## src/hdl/dist_config.svh

```systemverilog
`ifndef DIST_CONFIG_SVH
`define DIST_CONFIG_SVH

// lanes per side, same count on the input and output of both halves
`define DIST_LANES 4

// elements per group
`define DIST_GROUP 4

// element width in bits
`define DIST_DATA_W 8

// iteration and reads-per-iteration counter widths
`define DIST_ITER_W 16
`define DIST_READ_W 16

// input FIFO depth, avail logic assumes 2
`define DIST_FIFO_SLOTS 2

`endif

```

## src/hdl/dist_pkg.sv

```systemverilog
`include "dist_config.svh"

package dist_pkg;

  typedef logic [`DIST_DATA_W-1:0] elem_t;                        // one element
  typedef logic [`DIST_GROUP*`DIST_DATA_W-1:0] group_t;           // one lane's group
  typedef logic [`DIST_LANES*`DIST_DATA_W-1:0] weight_t;          // one weight per output lane
  typedef group_t [`DIST_LANES-1:0] lanes_t;                      // all groups of one side
  typedef logic [`DIST_LANES-1:0] lane_mask_t;                    // one bit per lane

  typedef logic [`DIST_ITER_W-1:0] iter_cnt_t;
  typedef logic [`DIST_READ_W-1:0] read_cnt_t;

  // bcast on the input side, sum on the output side
  typedef enum logic {
    mode_bcast_sum = 1'b0,
    mode_direct    = 1'b1
  } dist_mode_t;

  // configure bus, sampled on the strobe
  typedef struct packed {
    dist_mode_t mode;
    iter_cnt_t  num_iters;   // iterations per run
    read_cnt_t  num_reads;   // reads per iteration
  } dist_cfg_t;

endpackage

```

## src/hdl/dist_fifo.sv

```systemverilog
`timescale 1ns/1ps

`include "dist_config.svh"

// first-word-fall-through FIFO with the front word always on data_read
module dist_fifo (
  input  logic             clk,
  input  logic             rst,
  input  dist_pkg::group_t data_write,
  input  logic             write,
  input  logic             next_read,
  output dist_pkg::group_t data_read,
  output logic             empty,
  output logic             avail
);

  localparam int SLOTS = `DIST_FIFO_SLOTS;
  localparam int PTR_W = $clog2(SLOTS);
  localparam int CNT_W = $clog2(SLOTS + 1);

  dist_pkg::group_t mem [SLOTS];   // storage

  logic [PTR_W-1:0] wr_ptr;
  logic [PTR_W-1:0] rd_ptr;
  logic [CNT_W-1:0] count;         // words held
  logic             full;
  logic             almost_full;
  logic             push;
  logic             pop;

  assign full        = (count == CNT_W'(SLOTS));
  assign almost_full = (count == CNT_W'(SLOTS - 1));
  assign empty       = (count == '0);
  assign avail       = ~full & ~almost_full;   // only while empty at depth 2
  assign push        = write & ~full;
  assign pop         = next_read & ~empty;      // ignore pops on empty
  assign data_read   = mem[rd_ptr];

  always_ff @(posedge clk) begin
    if (push) mem[wr_ptr] <= data_write;
  end

  always_ff @(posedge clk) begin
    if (!rst) begin
      wr_ptr <= '0;
      rd_ptr <= '0;
      count  <= '0;
    end else begin
      if (push) wr_ptr <= (wr_ptr == PTR_W'(SLOTS - 1)) ? '0 : wr_ptr + 1'b1;
      if (pop) rd_ptr <= (rd_ptr == PTR_W'(SLOTS - 1)) ? '0 : rd_ptr + 1'b1;
      // simultaneous push and pop keeps the count
      if (push && !pop) count <= count + 1'b1;
      else if (pop && !push) count <= count - 1'b1;
    end
  end

endmodule

```

## src/hdl/dist_in.sv

```systemverilog
`timescale 1ns/1ps

`include "dist_config.svh"

// activation and weight distributor
// runs num_iters iterations of num_reads reads, weights only on the first read
module dist_in (
  input  logic                   clk,
  input  logic                   rst,
  input  logic                   configure,
  input  dist_pkg::dist_cfg_t    cfg,
  input  dist_pkg::dist_mode_t   mode,              // registered in top
  input  dist_pkg::lanes_t       act_data,
  input  dist_pkg::lane_mask_t   act_valid,
  output dist_pkg::lane_mask_t   act_avail,
  input  dist_pkg::weight_t      weight_data,
  input  logic                   weight_valid,
  output logic                   weight_avail,
  output dist_pkg::lanes_t       out_data,
  output dist_pkg::lane_mask_t   out_valid,
  input  dist_pkg::lane_mask_t   out_avail,
  output dist_pkg::weight_t      out_weight,
  output dist_pkg::lane_mask_t   out_weight_valid,
  input  dist_pkg::lane_mask_t   out_weight_avail
);

  dist_pkg::lanes_t     act_front;     // FIFO heads
  dist_pkg::lane_mask_t act_empty;
  dist_pkg::lane_mask_t act_pop;
  dist_pkg::group_t     weight_front;
  logic                 weight_empty;
  logic                 weight_pop;

  dist_pkg::iter_cnt_t  iter_cnt;      // iterations left, down counter
  dist_pkg::read_cnt_t  read_cnt;      // reads left in this iteration
  dist_pkg::read_cnt_t  read_copy;     // reload value for read_cnt
  logic                 enabled;

  logic                 first_read;
  logic                 act_ready;
  logic                 weight_ready;
  logic                 fire;

  assign first_read = enabled & (read_cnt == read_copy);

  // broadcast needs lane 0 only, direct needs every lane
  assign act_ready = (mode == dist_pkg::mode_direct) ? ~(|act_empty) : ~act_empty[0];

  // weights matter on the first read only
  assign weight_ready = ~first_read | (~weight_empty & (&out_weight_avail));

  // no read in the configure cycle
  assign fire = enabled & ~configure & act_ready & (&out_avail) & weight_ready;

  assign weight_pop = fire & first_read;

  for (genvar i = 0; i < `DIST_LANES; i++) begin : g_lane
    // lanes 1 and up stay untouched in broadcast
    assign act_pop[i] = fire & ((mode == dist_pkg::mode_direct) || (i == 0));
    assign out_data[i] = (mode == dist_pkg::mode_direct) ? act_front[i] : act_front[0];

    dist_fifo u_act_fifo (
      .clk        (clk),
      .rst        (rst),
      .data_write (act_data[i]),
      .write      (act_valid[i]),
      .next_read  (act_pop[i]),
      .data_read  (act_front[i]),
      .empty      (act_empty[i]),
      .avail      (act_avail[i])
    );
  end

  // weight word shares the group width
  dist_fifo u_weight_fifo (
    .clk        (clk),
    .rst        (rst),
    .data_write (weight_data),
    .write      (weight_valid),
    .next_read  (weight_pop),
    .data_read  (weight_front),
    .empty      (weight_empty),
    .avail      (weight_avail)
  );

  assign out_valid        = {`DIST_LANES{fire}};
  assign out_weight       = weight_front;
  assign out_weight_valid = {`DIST_LANES{weight_pop}};

  always_ff @(posedge clk) begin
    if (!rst) begin
      iter_cnt  <= '0;
      read_cnt  <= '0;
      read_copy <= '0;
      enabled   <= 1'b0;
    end else if (configure) begin
      iter_cnt  <= cfg.num_iters;
      read_cnt  <= cfg.num_reads;
      read_copy <= cfg.num_reads;
      enabled   <= (|cfg.num_iters) & (|cfg.num_reads);   // zero counts keep it idle
    end else if (fire) begin
      if (read_cnt == dist_pkg::read_cnt_t'(1)) begin
        if (iter_cnt == dist_pkg::iter_cnt_t'(1)) begin
          enabled <= 1'b0;   // last read of last iteration
        end else begin
          iter_cnt <= iter_cnt - 1'b1;
          read_cnt <= read_copy;   // next iteration
        end
      end else begin
        read_cnt <= read_cnt - 1'b1;
      end
    end
  end

endmodule

```

## src/hdl/dist_out.sv

```systemverilog
`timescale 1ns/1ps

`include "dist_config.svh"

// output distributor
// sum mode adds all lanes onto output 0, direct mode forwards lane i to output i
module dist_out (
  input  logic                 clk,
  input  logic                 rst,
  input  dist_pkg::dist_mode_t mode,
  input  dist_pkg::lanes_t     sum_in_data,
  input  dist_pkg::lane_mask_t sum_in_valid,
  output dist_pkg::lane_mask_t sum_in_avail,
  output dist_pkg::lanes_t     sum_out_data,
  output dist_pkg::lane_mask_t sum_out_valid,
  input  dist_pkg::lane_mask_t sum_out_avail
);

  localparam int W = `DIST_DATA_W;

  dist_pkg::lanes_t     in_front;    // FIFO heads
  dist_pkg::lane_mask_t in_empty;
  dist_pkg::lanes_t     partial;     // running sum, partial[i] covers lanes 0..i
  logic                 fire;

  // every lane present and every output free
  assign fire = ~(|in_empty) & (&sum_out_avail);

  assign partial[0] = in_front[0];

  // adder chain, element by element, wraps at 2^W
  for (genvar i = 1; i < `DIST_LANES; i++) begin : g_chain
    for (genvar j = 0; j < `DIST_GROUP; j++) begin : g_elem
      dist_pkg::elem_t a;
      dist_pkg::elem_t b;
      assign a = partial[i-1][j*W +: W];
      assign b = in_front[i][j*W +: W];
      assign partial[i][j*W +: W] = a + b;
    end
  end

  for (genvar i = 0; i < `DIST_LANES; i++) begin : g_lane
    dist_fifo u_in_fifo (
      .clk        (clk),
      .rst        (rst),
      .data_write (sum_in_data[i]),
      .write      (sum_in_valid[i]),
      .next_read  (fire),            // all lanes pop together
      .data_read  (in_front[i]),
      .empty      (in_empty[i]),
      .avail      (sum_in_avail[i])
    );

    // sum shows on every group, valid says which one counts
    assign sum_out_data[i] = (mode == dist_pkg::mode_direct) ? in_front[i]
                                                             : partial[`DIST_LANES-1];
    if (i == 0) begin : g_valid0
      assign sum_out_valid[i] = fire;
    end else begin : g_validn
      assign sum_out_valid[i] = fire & (mode == dist_pkg::mode_direct);
    end
  end

endmodule

```

## src/hdl/dist_top.sv

```systemverilog
`timescale 1ns/1ps

// distribution stage top, one mode register shared by both halves
module dist_top (
  input  logic                 clk,
  input  logic                 rst,
  input  logic                 configure,
  input  dist_pkg::dist_cfg_t  cfg,
  input  dist_pkg::lanes_t     act_data,
  input  dist_pkg::lane_mask_t act_valid,
  output dist_pkg::lane_mask_t act_avail,
  input  dist_pkg::weight_t    weight_data,
  input  logic                 weight_valid,
  output logic                 weight_avail,
  output dist_pkg::lanes_t     out_data,
  output dist_pkg::lane_mask_t out_valid,
  input  dist_pkg::lane_mask_t out_avail,
  output dist_pkg::weight_t    out_weight,
  output dist_pkg::lane_mask_t out_weight_valid,
  input  dist_pkg::lane_mask_t out_weight_avail,
  input  dist_pkg::lanes_t     sum_in_data,
  input  dist_pkg::lane_mask_t sum_in_valid,
  output dist_pkg::lane_mask_t sum_in_avail,
  output dist_pkg::lanes_t     sum_out_data,
  output dist_pkg::lane_mask_t sum_out_valid,
  input  dist_pkg::lane_mask_t sum_out_avail
);

  dist_pkg::dist_mode_t mode;   // latched on the strobe

  always_ff @(posedge clk) begin
    if (!rst) mode <= dist_pkg::mode_bcast_sum;
    else if (configure) mode <= cfg.mode;
  end

  dist_in u_in (
    .clk              (clk),
    .rst              (rst),
    .configure        (configure),
    .cfg              (cfg),          // raw counts, loaded on the strobe
    .mode             (mode),
    .act_data         (act_data),
    .act_valid        (act_valid),
    .act_avail        (act_avail),
    .weight_data      (weight_data),
    .weight_valid     (weight_valid),
    .weight_avail     (weight_avail),
    .out_data         (out_data),
    .out_valid        (out_valid),
    .out_avail        (out_avail),
    .out_weight       (out_weight),
    .out_weight_valid (out_weight_valid),
    .out_weight_avail (out_weight_avail)
  );

  dist_out u_out (
    .clk           (clk),
    .rst           (rst),
    .mode          (mode),
    .sum_in_data   (sum_in_data),
    .sum_in_valid  (sum_in_valid),
    .sum_in_avail  (sum_in_avail),
    .sum_out_data  (sum_out_data),
    .sum_out_valid (sum_out_valid),
    .sum_out_avail (sum_out_avail)
  );

endmodule

```

## config.mk

```make
export PLATFORM = sky130hd
export DESIGN_NAME = dist_top
export DESIGN_NICKNAME = d
export VERILOG_FILES = /design/src/hdl/dist_pkg.sv /design/src/hdl/dist_fifo.sv /design/src/hdl/dist_in.sv /design/src/hdl/dist_out.sv /design/src/hdl/dist_top.sv
export VERILOG_INCLUDE_DIRS = /design/src /design/src/hdl
export SDC_FILE = /design/constraint.sdc
export NUM_CORES = 1
export LEC_CHECK = 0
export BUFFER_PORTS_ARGS = -buffer_cell sky130_fd_sc_hd__buf_2
export CORE_ASPECT_RATIO = 1.5
export CORE_UTILIZATION = 40
export DETAILED_ROUTE_END_ITERATION = 8
export GPL_ROUTABILITY_DRIVEN = 0
export MAX_ROUTING_LAYER = met4
export PLACE_DENSITY_LB_ADDON = 0.3
export SYNTH_ARGS = -nofsm -noshare
export SYNTH_HDL_FRONTEND = slang
export SYNTH_HIERARCHICAL = 1
export SYNTH_SLANG_ARGS = --single-unit
```

## constraint.sdc

```tcl
create_clock -name clk -period 7 [get_ports clk]
set_input_delay 0.7 -clock clk [delete_from_list [all_inputs] [get_ports clk]]
set_output_delay 0.7 -clock clk [all_outputs]
set_load 0.1 [all_outputs]
```

# Yosys cells after proc, flatten, opt, wreduce, memory -nomap -nowiden
# Memories as Yosys holds them, arrays and structs flattened. A register that Yosys moved wholly into a read port is not among the register bits.
# Index checks and enable logic that the tools add are counted.
# op_classes
bitwise,70
n_reduce_logical,67
eq_ne,23
mux,92
add_sub_neg,50
# ops
cell,n
$mux 32,7
$mux 16,8
$add 8x8->8,12
$mux 1,59
$and 1x1->1,38
$mux 2,18
$eq 16x1->1 const B,2
$reduce_or 16->1,2
$sub 16x1->16 const B,2
$not 1->1,31
$reduce_bool 2->1,12
$add 1x1->1 const B,18
$add 2x1->2 const B,9
$eq 2x1->1 const B,9
$eq 2x2->1 const B,9
$logic_and 1x1->1,18
$logic_not 1->1,18
$logic_not 2->1,9
$sub 2x1->2 const B,9
$eq 16x16->1,1
$reduce_and 4->1,3
$reduce_or 4->1,2
$reduce_and 3->1,2
$ne 3x3->1 const B,1
other kinds (3),3
# word_totals
memories,9
mem_bits_rw,576
ff_bits,86
# memory_table
memory,words,word_bits,read_ports,rd_ports_with_merged_regs,wr,line_no,text
u_in.g_lane[0].u_act_fifo.mem,2,32,1,1,1,dist_fifo.sv:21,dist_pkg::group_t mem [SLOTS];
u_in.g_lane[1].u_act_fifo.mem,2,32,1,1,1,dist_fifo.sv:21,
u_in.g_lane[2].u_act_fifo.mem,2,32,1,1,1,dist_fifo.sv:21,
u_in.g_lane[3].u_act_fifo.mem,2,32,1,1,1,dist_fifo.sv:21,
u_in.u_weight_fifo.mem,2,32,1,1,1,dist_fifo.sv:21,
u_out.g_lane[0].u_in_fifo.mem,2,32,1,1,1,dist_fifo.sv:21,
3 more memories,-,-,-,-,-,-,

# Longest topological paths before layout
# depth
depth_word,12
ltp_mapped,15
mapped_depth_nobuf,13

# By module
# Netlist, hierarchy kept.
# by_module_without_submodules
mod,instances,seq_area_each_um2,cells_each,area_per_inst_um2
dist_fifo,9,2021.9,126,2717.6
dist_in,1,980.9,647,4245.3
dist_out,1,0.0,539,3767.4
dist_top,1,20.0,3,36.3

# Worst setup path after synthesis
# Ideal clock, no wire load.
# synth_timing
path_kind,register to output
startpoint,register (tool-made name)
endpoint,output sum_out_data[111] (netlist bit)
slack_ps,1760
required_ps,6300
arrival_ps,4540
path_buffers,2
stages_incl_launch_ff,16
cell_sequence,dfxtp_1 > buf_6 > buf_12 > mux2_4 > inv_1 > fa_1 > inv_1 > fa_1 > ha_1 > inv_1 > fa_1 > nor2b_1 > or4_1 > a31oi_1 > xnor2_1 > a21oi_1
# synth_rtl
item,line_no,text
to (decl),dist_top.sv:24,"output dist_pkg::lanes_t sum_out_data,"

==> summary.md <==
| Metric | Value |
|---|---|
| Status | finished, final reports clean |
| CP Capture Type | primary output |
| #FFs+latches synth | 671 |
| Clock latency on the worst-skew pair | 0.62 ns |
| RSZ-0062 raised after global routing | no |
| Max-cap violation count | 0 |
| Non-filler cells, final | 4,092 |
| Initial antenna violation count | 39 |
| GR Util met2 | 42.6% |
| Ys async rst share | 0% |
| Critical path cell sequence | mux2_2 > inv_1 > fa_1 > inv_1 > fa_1 > ha_1 > inv_1 > fa_1 > nor2b_1 > or4_1 > a31oi_1 > xnor2_1 > a21oi_1 > buf_2 |
| Number of global-route vias before repair | roughly 22,000 |
| GR Util met1 | 24.7% |
| Most common cell in the synthesized netlist | edfxtp_1 |
| Synthesized area | 32,500 µm² |
| Sum Neg Setup Slack | 0 ns |
| CTS max path bufs | 3 |
| Mapped Nets | 2,783 |
| Critical path arrival | about 5.5 ns |
| Core footprint | about 80,000 µm² |
| Final WL | 101 mm |
| Largest net degree at the start of global routing | 120 |
| Power Total | roughly 0.019 W |
| Die area | around 80,000 µm² |
| Synth top area share | 53.2% |
| H-Tree Depth | 3 |
| Leakage | 16.0 nW |
| Vias | ~21,000 |
| Endpoints failing setup | 0 |
| YS warnings | 6 |
| Slew Viols, Final | 0 |
| Final period utilization | 88.1% |
| Post_cts resized | 0 |
| Critical path class | flip-flop to primary output |
| I/O pin count | 654 |
| First-pass GRT wire length | approximately 140 mm |
| Achievable Freq | 162 MHz |
| Number of remaining DRC errors | 0 |
| Global-route usage over all layers | around a quarter |
| Die height | 351 µm |
| Synth top cells by count | 576 x edfxtp_1, 293 x nand2_1, 270 x mux2_4, 187 x inv_1, 95 x dfxtp_1 |
| Drt via density | 5.17 |
| WL/cell | 24.6 µm |
| HP Class | input port to flip-flop |
| Hold Buf Count CTS | 0 |
| Syn Area/Cell | 14.0 µm² |
| Die W | 235 µm |
| Max transition margin | between 20 and 30% |
| Total grt overflow | 0 |
| Router iterations before antenna repair | 5 |
| Starting Density | 40.5% |
| Final core occ | 48.3% |
| HPWL Detailed | 78.5 mm |
| Final nets | 3,436 |
| Worst-Margin Slew | 1.08 ns |
| Leading area contributor after synthesis | edfxtp_1 |
| Post-Place Cells | slightly below 4,000 |
| Skew final | 0.0298 ns |
| Post-CTS Setup Bufs | 0 |
| CP peak stage delay | between 0.8 and 0.9 ns |
| Required @ worst endpoint | 6.30 ns |
| Cell Rows | 127 |
| Final min period | 6.17 ns |
| P per Cell Area | about 480 nW/µm² |
| Share of cells above drive strength 1 | 36.8% |
| CTS tree | done |
| Post-synth EDFFs | 576 |
| Slowest cell on the critical path | dfxtp_2 |
| Clock slew at reported path FFs | 0.06 ns |
| Final Hold Slack | roughly 0.26 ns |
| Synth cell types | between 60 and 70 |
| IO Port Bufs | 653 |
| Met3 Usage GRT | 6.67% |
| CP max FO | 22 |
| Startpoint Class | flip-flop |
| Maximum VDD drop | 0.698 mV |
| Most area-consuming cells after synthesis | edfxtp_1 53%, mux2_4 12%, dfxtp_1 5.9% |
| Seq/Total Area, Yosys | 59.1% |
| CTS sink count | 671 |
| CTS Root Cell | clkbuf_16 |
| Number of DRC markers in iteration 0 | approximately 1,200 |
| Ys flop type | edfxtp_1 |
| Global route hottest layer | met2 |
| Layout area overhead | 19.2% |
| Post-Syn Instances | 2,323 |
| Final hold violations | 0 |
| Num CTS Buffers | 70 |
| Antenna viol nets, final | 0 |
==> critical path, delay by kind of cell, from the launching register on <==
family	cells	cell delay [ns]
multiplexers	1	0.41
flip-flops	1	0.85
adder cells (fa/ha/maj)	4	1.21
AO/OA/AOI/OAI	2	0.81
buffers and inverters	4	0.88
AND/OR/NAND/NOR	2	0.49
XOR/XNOR	1	0.15
==> layer usage <==
metal  vias to the layer above  part of all wire, %  routed length [µm]
li1                       9578                    -                   -
met1                     10356                   35               34800
met2                       971                   51               51000
met3                       244                  8.2                8290
met4                         0                  6.6                6650
met5                         -                    0                   0
==> where the power goes <==
| part | switching, W | internal (W) |
|---|---|---|
| Sequential | 0.000121 | 0.00474 |
| Combinational | 0.00837 | 0.00164 |
| Clock | 0.00161 | 0.00215 |
| Total | 0.0101 | 0.00853 |
==> cell usage in the layout (no fill, tap or decap), types with 6 or more instances in the layout <==
cell type / n
a21o_1: 35
a21oi_1: 88
a311oi_1: 8
and2_1: 43
and2b_1: 9
buf_2: 653
buf_4: 29
bufinv_16: 7
clkbuf_1: 11
clkbuf_16: 70
clkinv_1: 7
clkinv_2: 6
clkinvlp_4: 6
dfxtp_1: 85
dfxtp_2: 9
diode_2: 33
edfxtp_1: 576
fa_1: 56
ha_1: 59
inv_1: 186
mux2_2: 18
mux2_4: 270
mux2i_1: 30
nand2_1: 293
nand2b_1: 58
nand3_1: 10
nand4_1: 12
nor2_1: 27
nor2b_1: 37
nor2b_2: 9
nor3_1: 23
nor4_1: 17
o21a_1: 15
o21ai_0: 91
or4_1: 9
xnor2_1: 65
xor2_1: 12
==> cell families after synthesis <==
group	after synthesis	share of synthesized area, %
AO/OA/AOI/OAI	269	4.93
XOR/XNOR	79	2.21
flip-flops	671	59.1
adder cells (fa/ha/maj)	115	5.72
buffers and inverters	289	5.05
AND/OR/NAND/NOR	582	9.01
multiplexers	318	14.0
==> flip-flops by register name, indices dropped and copies added (netlist names), 2 cells and up, named ones only <==
name                           cells
u_in/g_lane.u_act_fifo/mem       256
u_out/g_lane.u_in_fifo/mem       256
u_in/u_weight_fifo/mem            64
u_in/iter_cnt                     16
u_in/read_cnt                     16
u_in/read_copy                    16
u_in/g_lane.u_act_fifo/count       8
u_out/g_lane.u_in_fifo/count       8
u_in/g_lane.u_act_fifo/rd_ptr      4
u_in/g_lane.u_act_fifo/wr_ptr      4
u_out/g_lane.u_in_fifo/rd_ptr      4
u_out/g_lane.u_in_fifo/wr_ptr      4
u_in/u_weight_fifo/count           2
==> cell type report <==
class	instances	area [µm²]
clock inverters	40	467
clock buffers	83	1820
flip-flops and latches	671	19200
fillers	6987	41500
repair buffers	683	3510
multi-input cells	1363	11700
inverters	187	702
well taps	1032	1290
diodes	33	82.6
==> path summary, 6_finish.rpt <==
path	startpoint	to	slack, ns	cells after the start
setup / recovery	flip-flop	sum_out_data[103]	0.83	14
hold / removal	act_data[109]	u_in/g_lane[3].u_act_fifo/mem[1][13]	0.26	1
hold reg to reg	u_in/iter_cnt[15]	u_in/iter_cnt[15]	0.55	2
setup reg to reg	u_in/g_lane[1].u_act_fifo/count[0]	u_in/u_weight_fifo/count[1]	3.39	12
==> metrics by stage <==
stage               area (µm²)  worst slack [ns]
finish                   38800             0.833
global route             38700             0.633
CTS                      38700             0.820
detailed placement       36400              1.52
global placement         36400              1.58
floorplan                32500              1.76
Power figures use the tool's default switching activity.
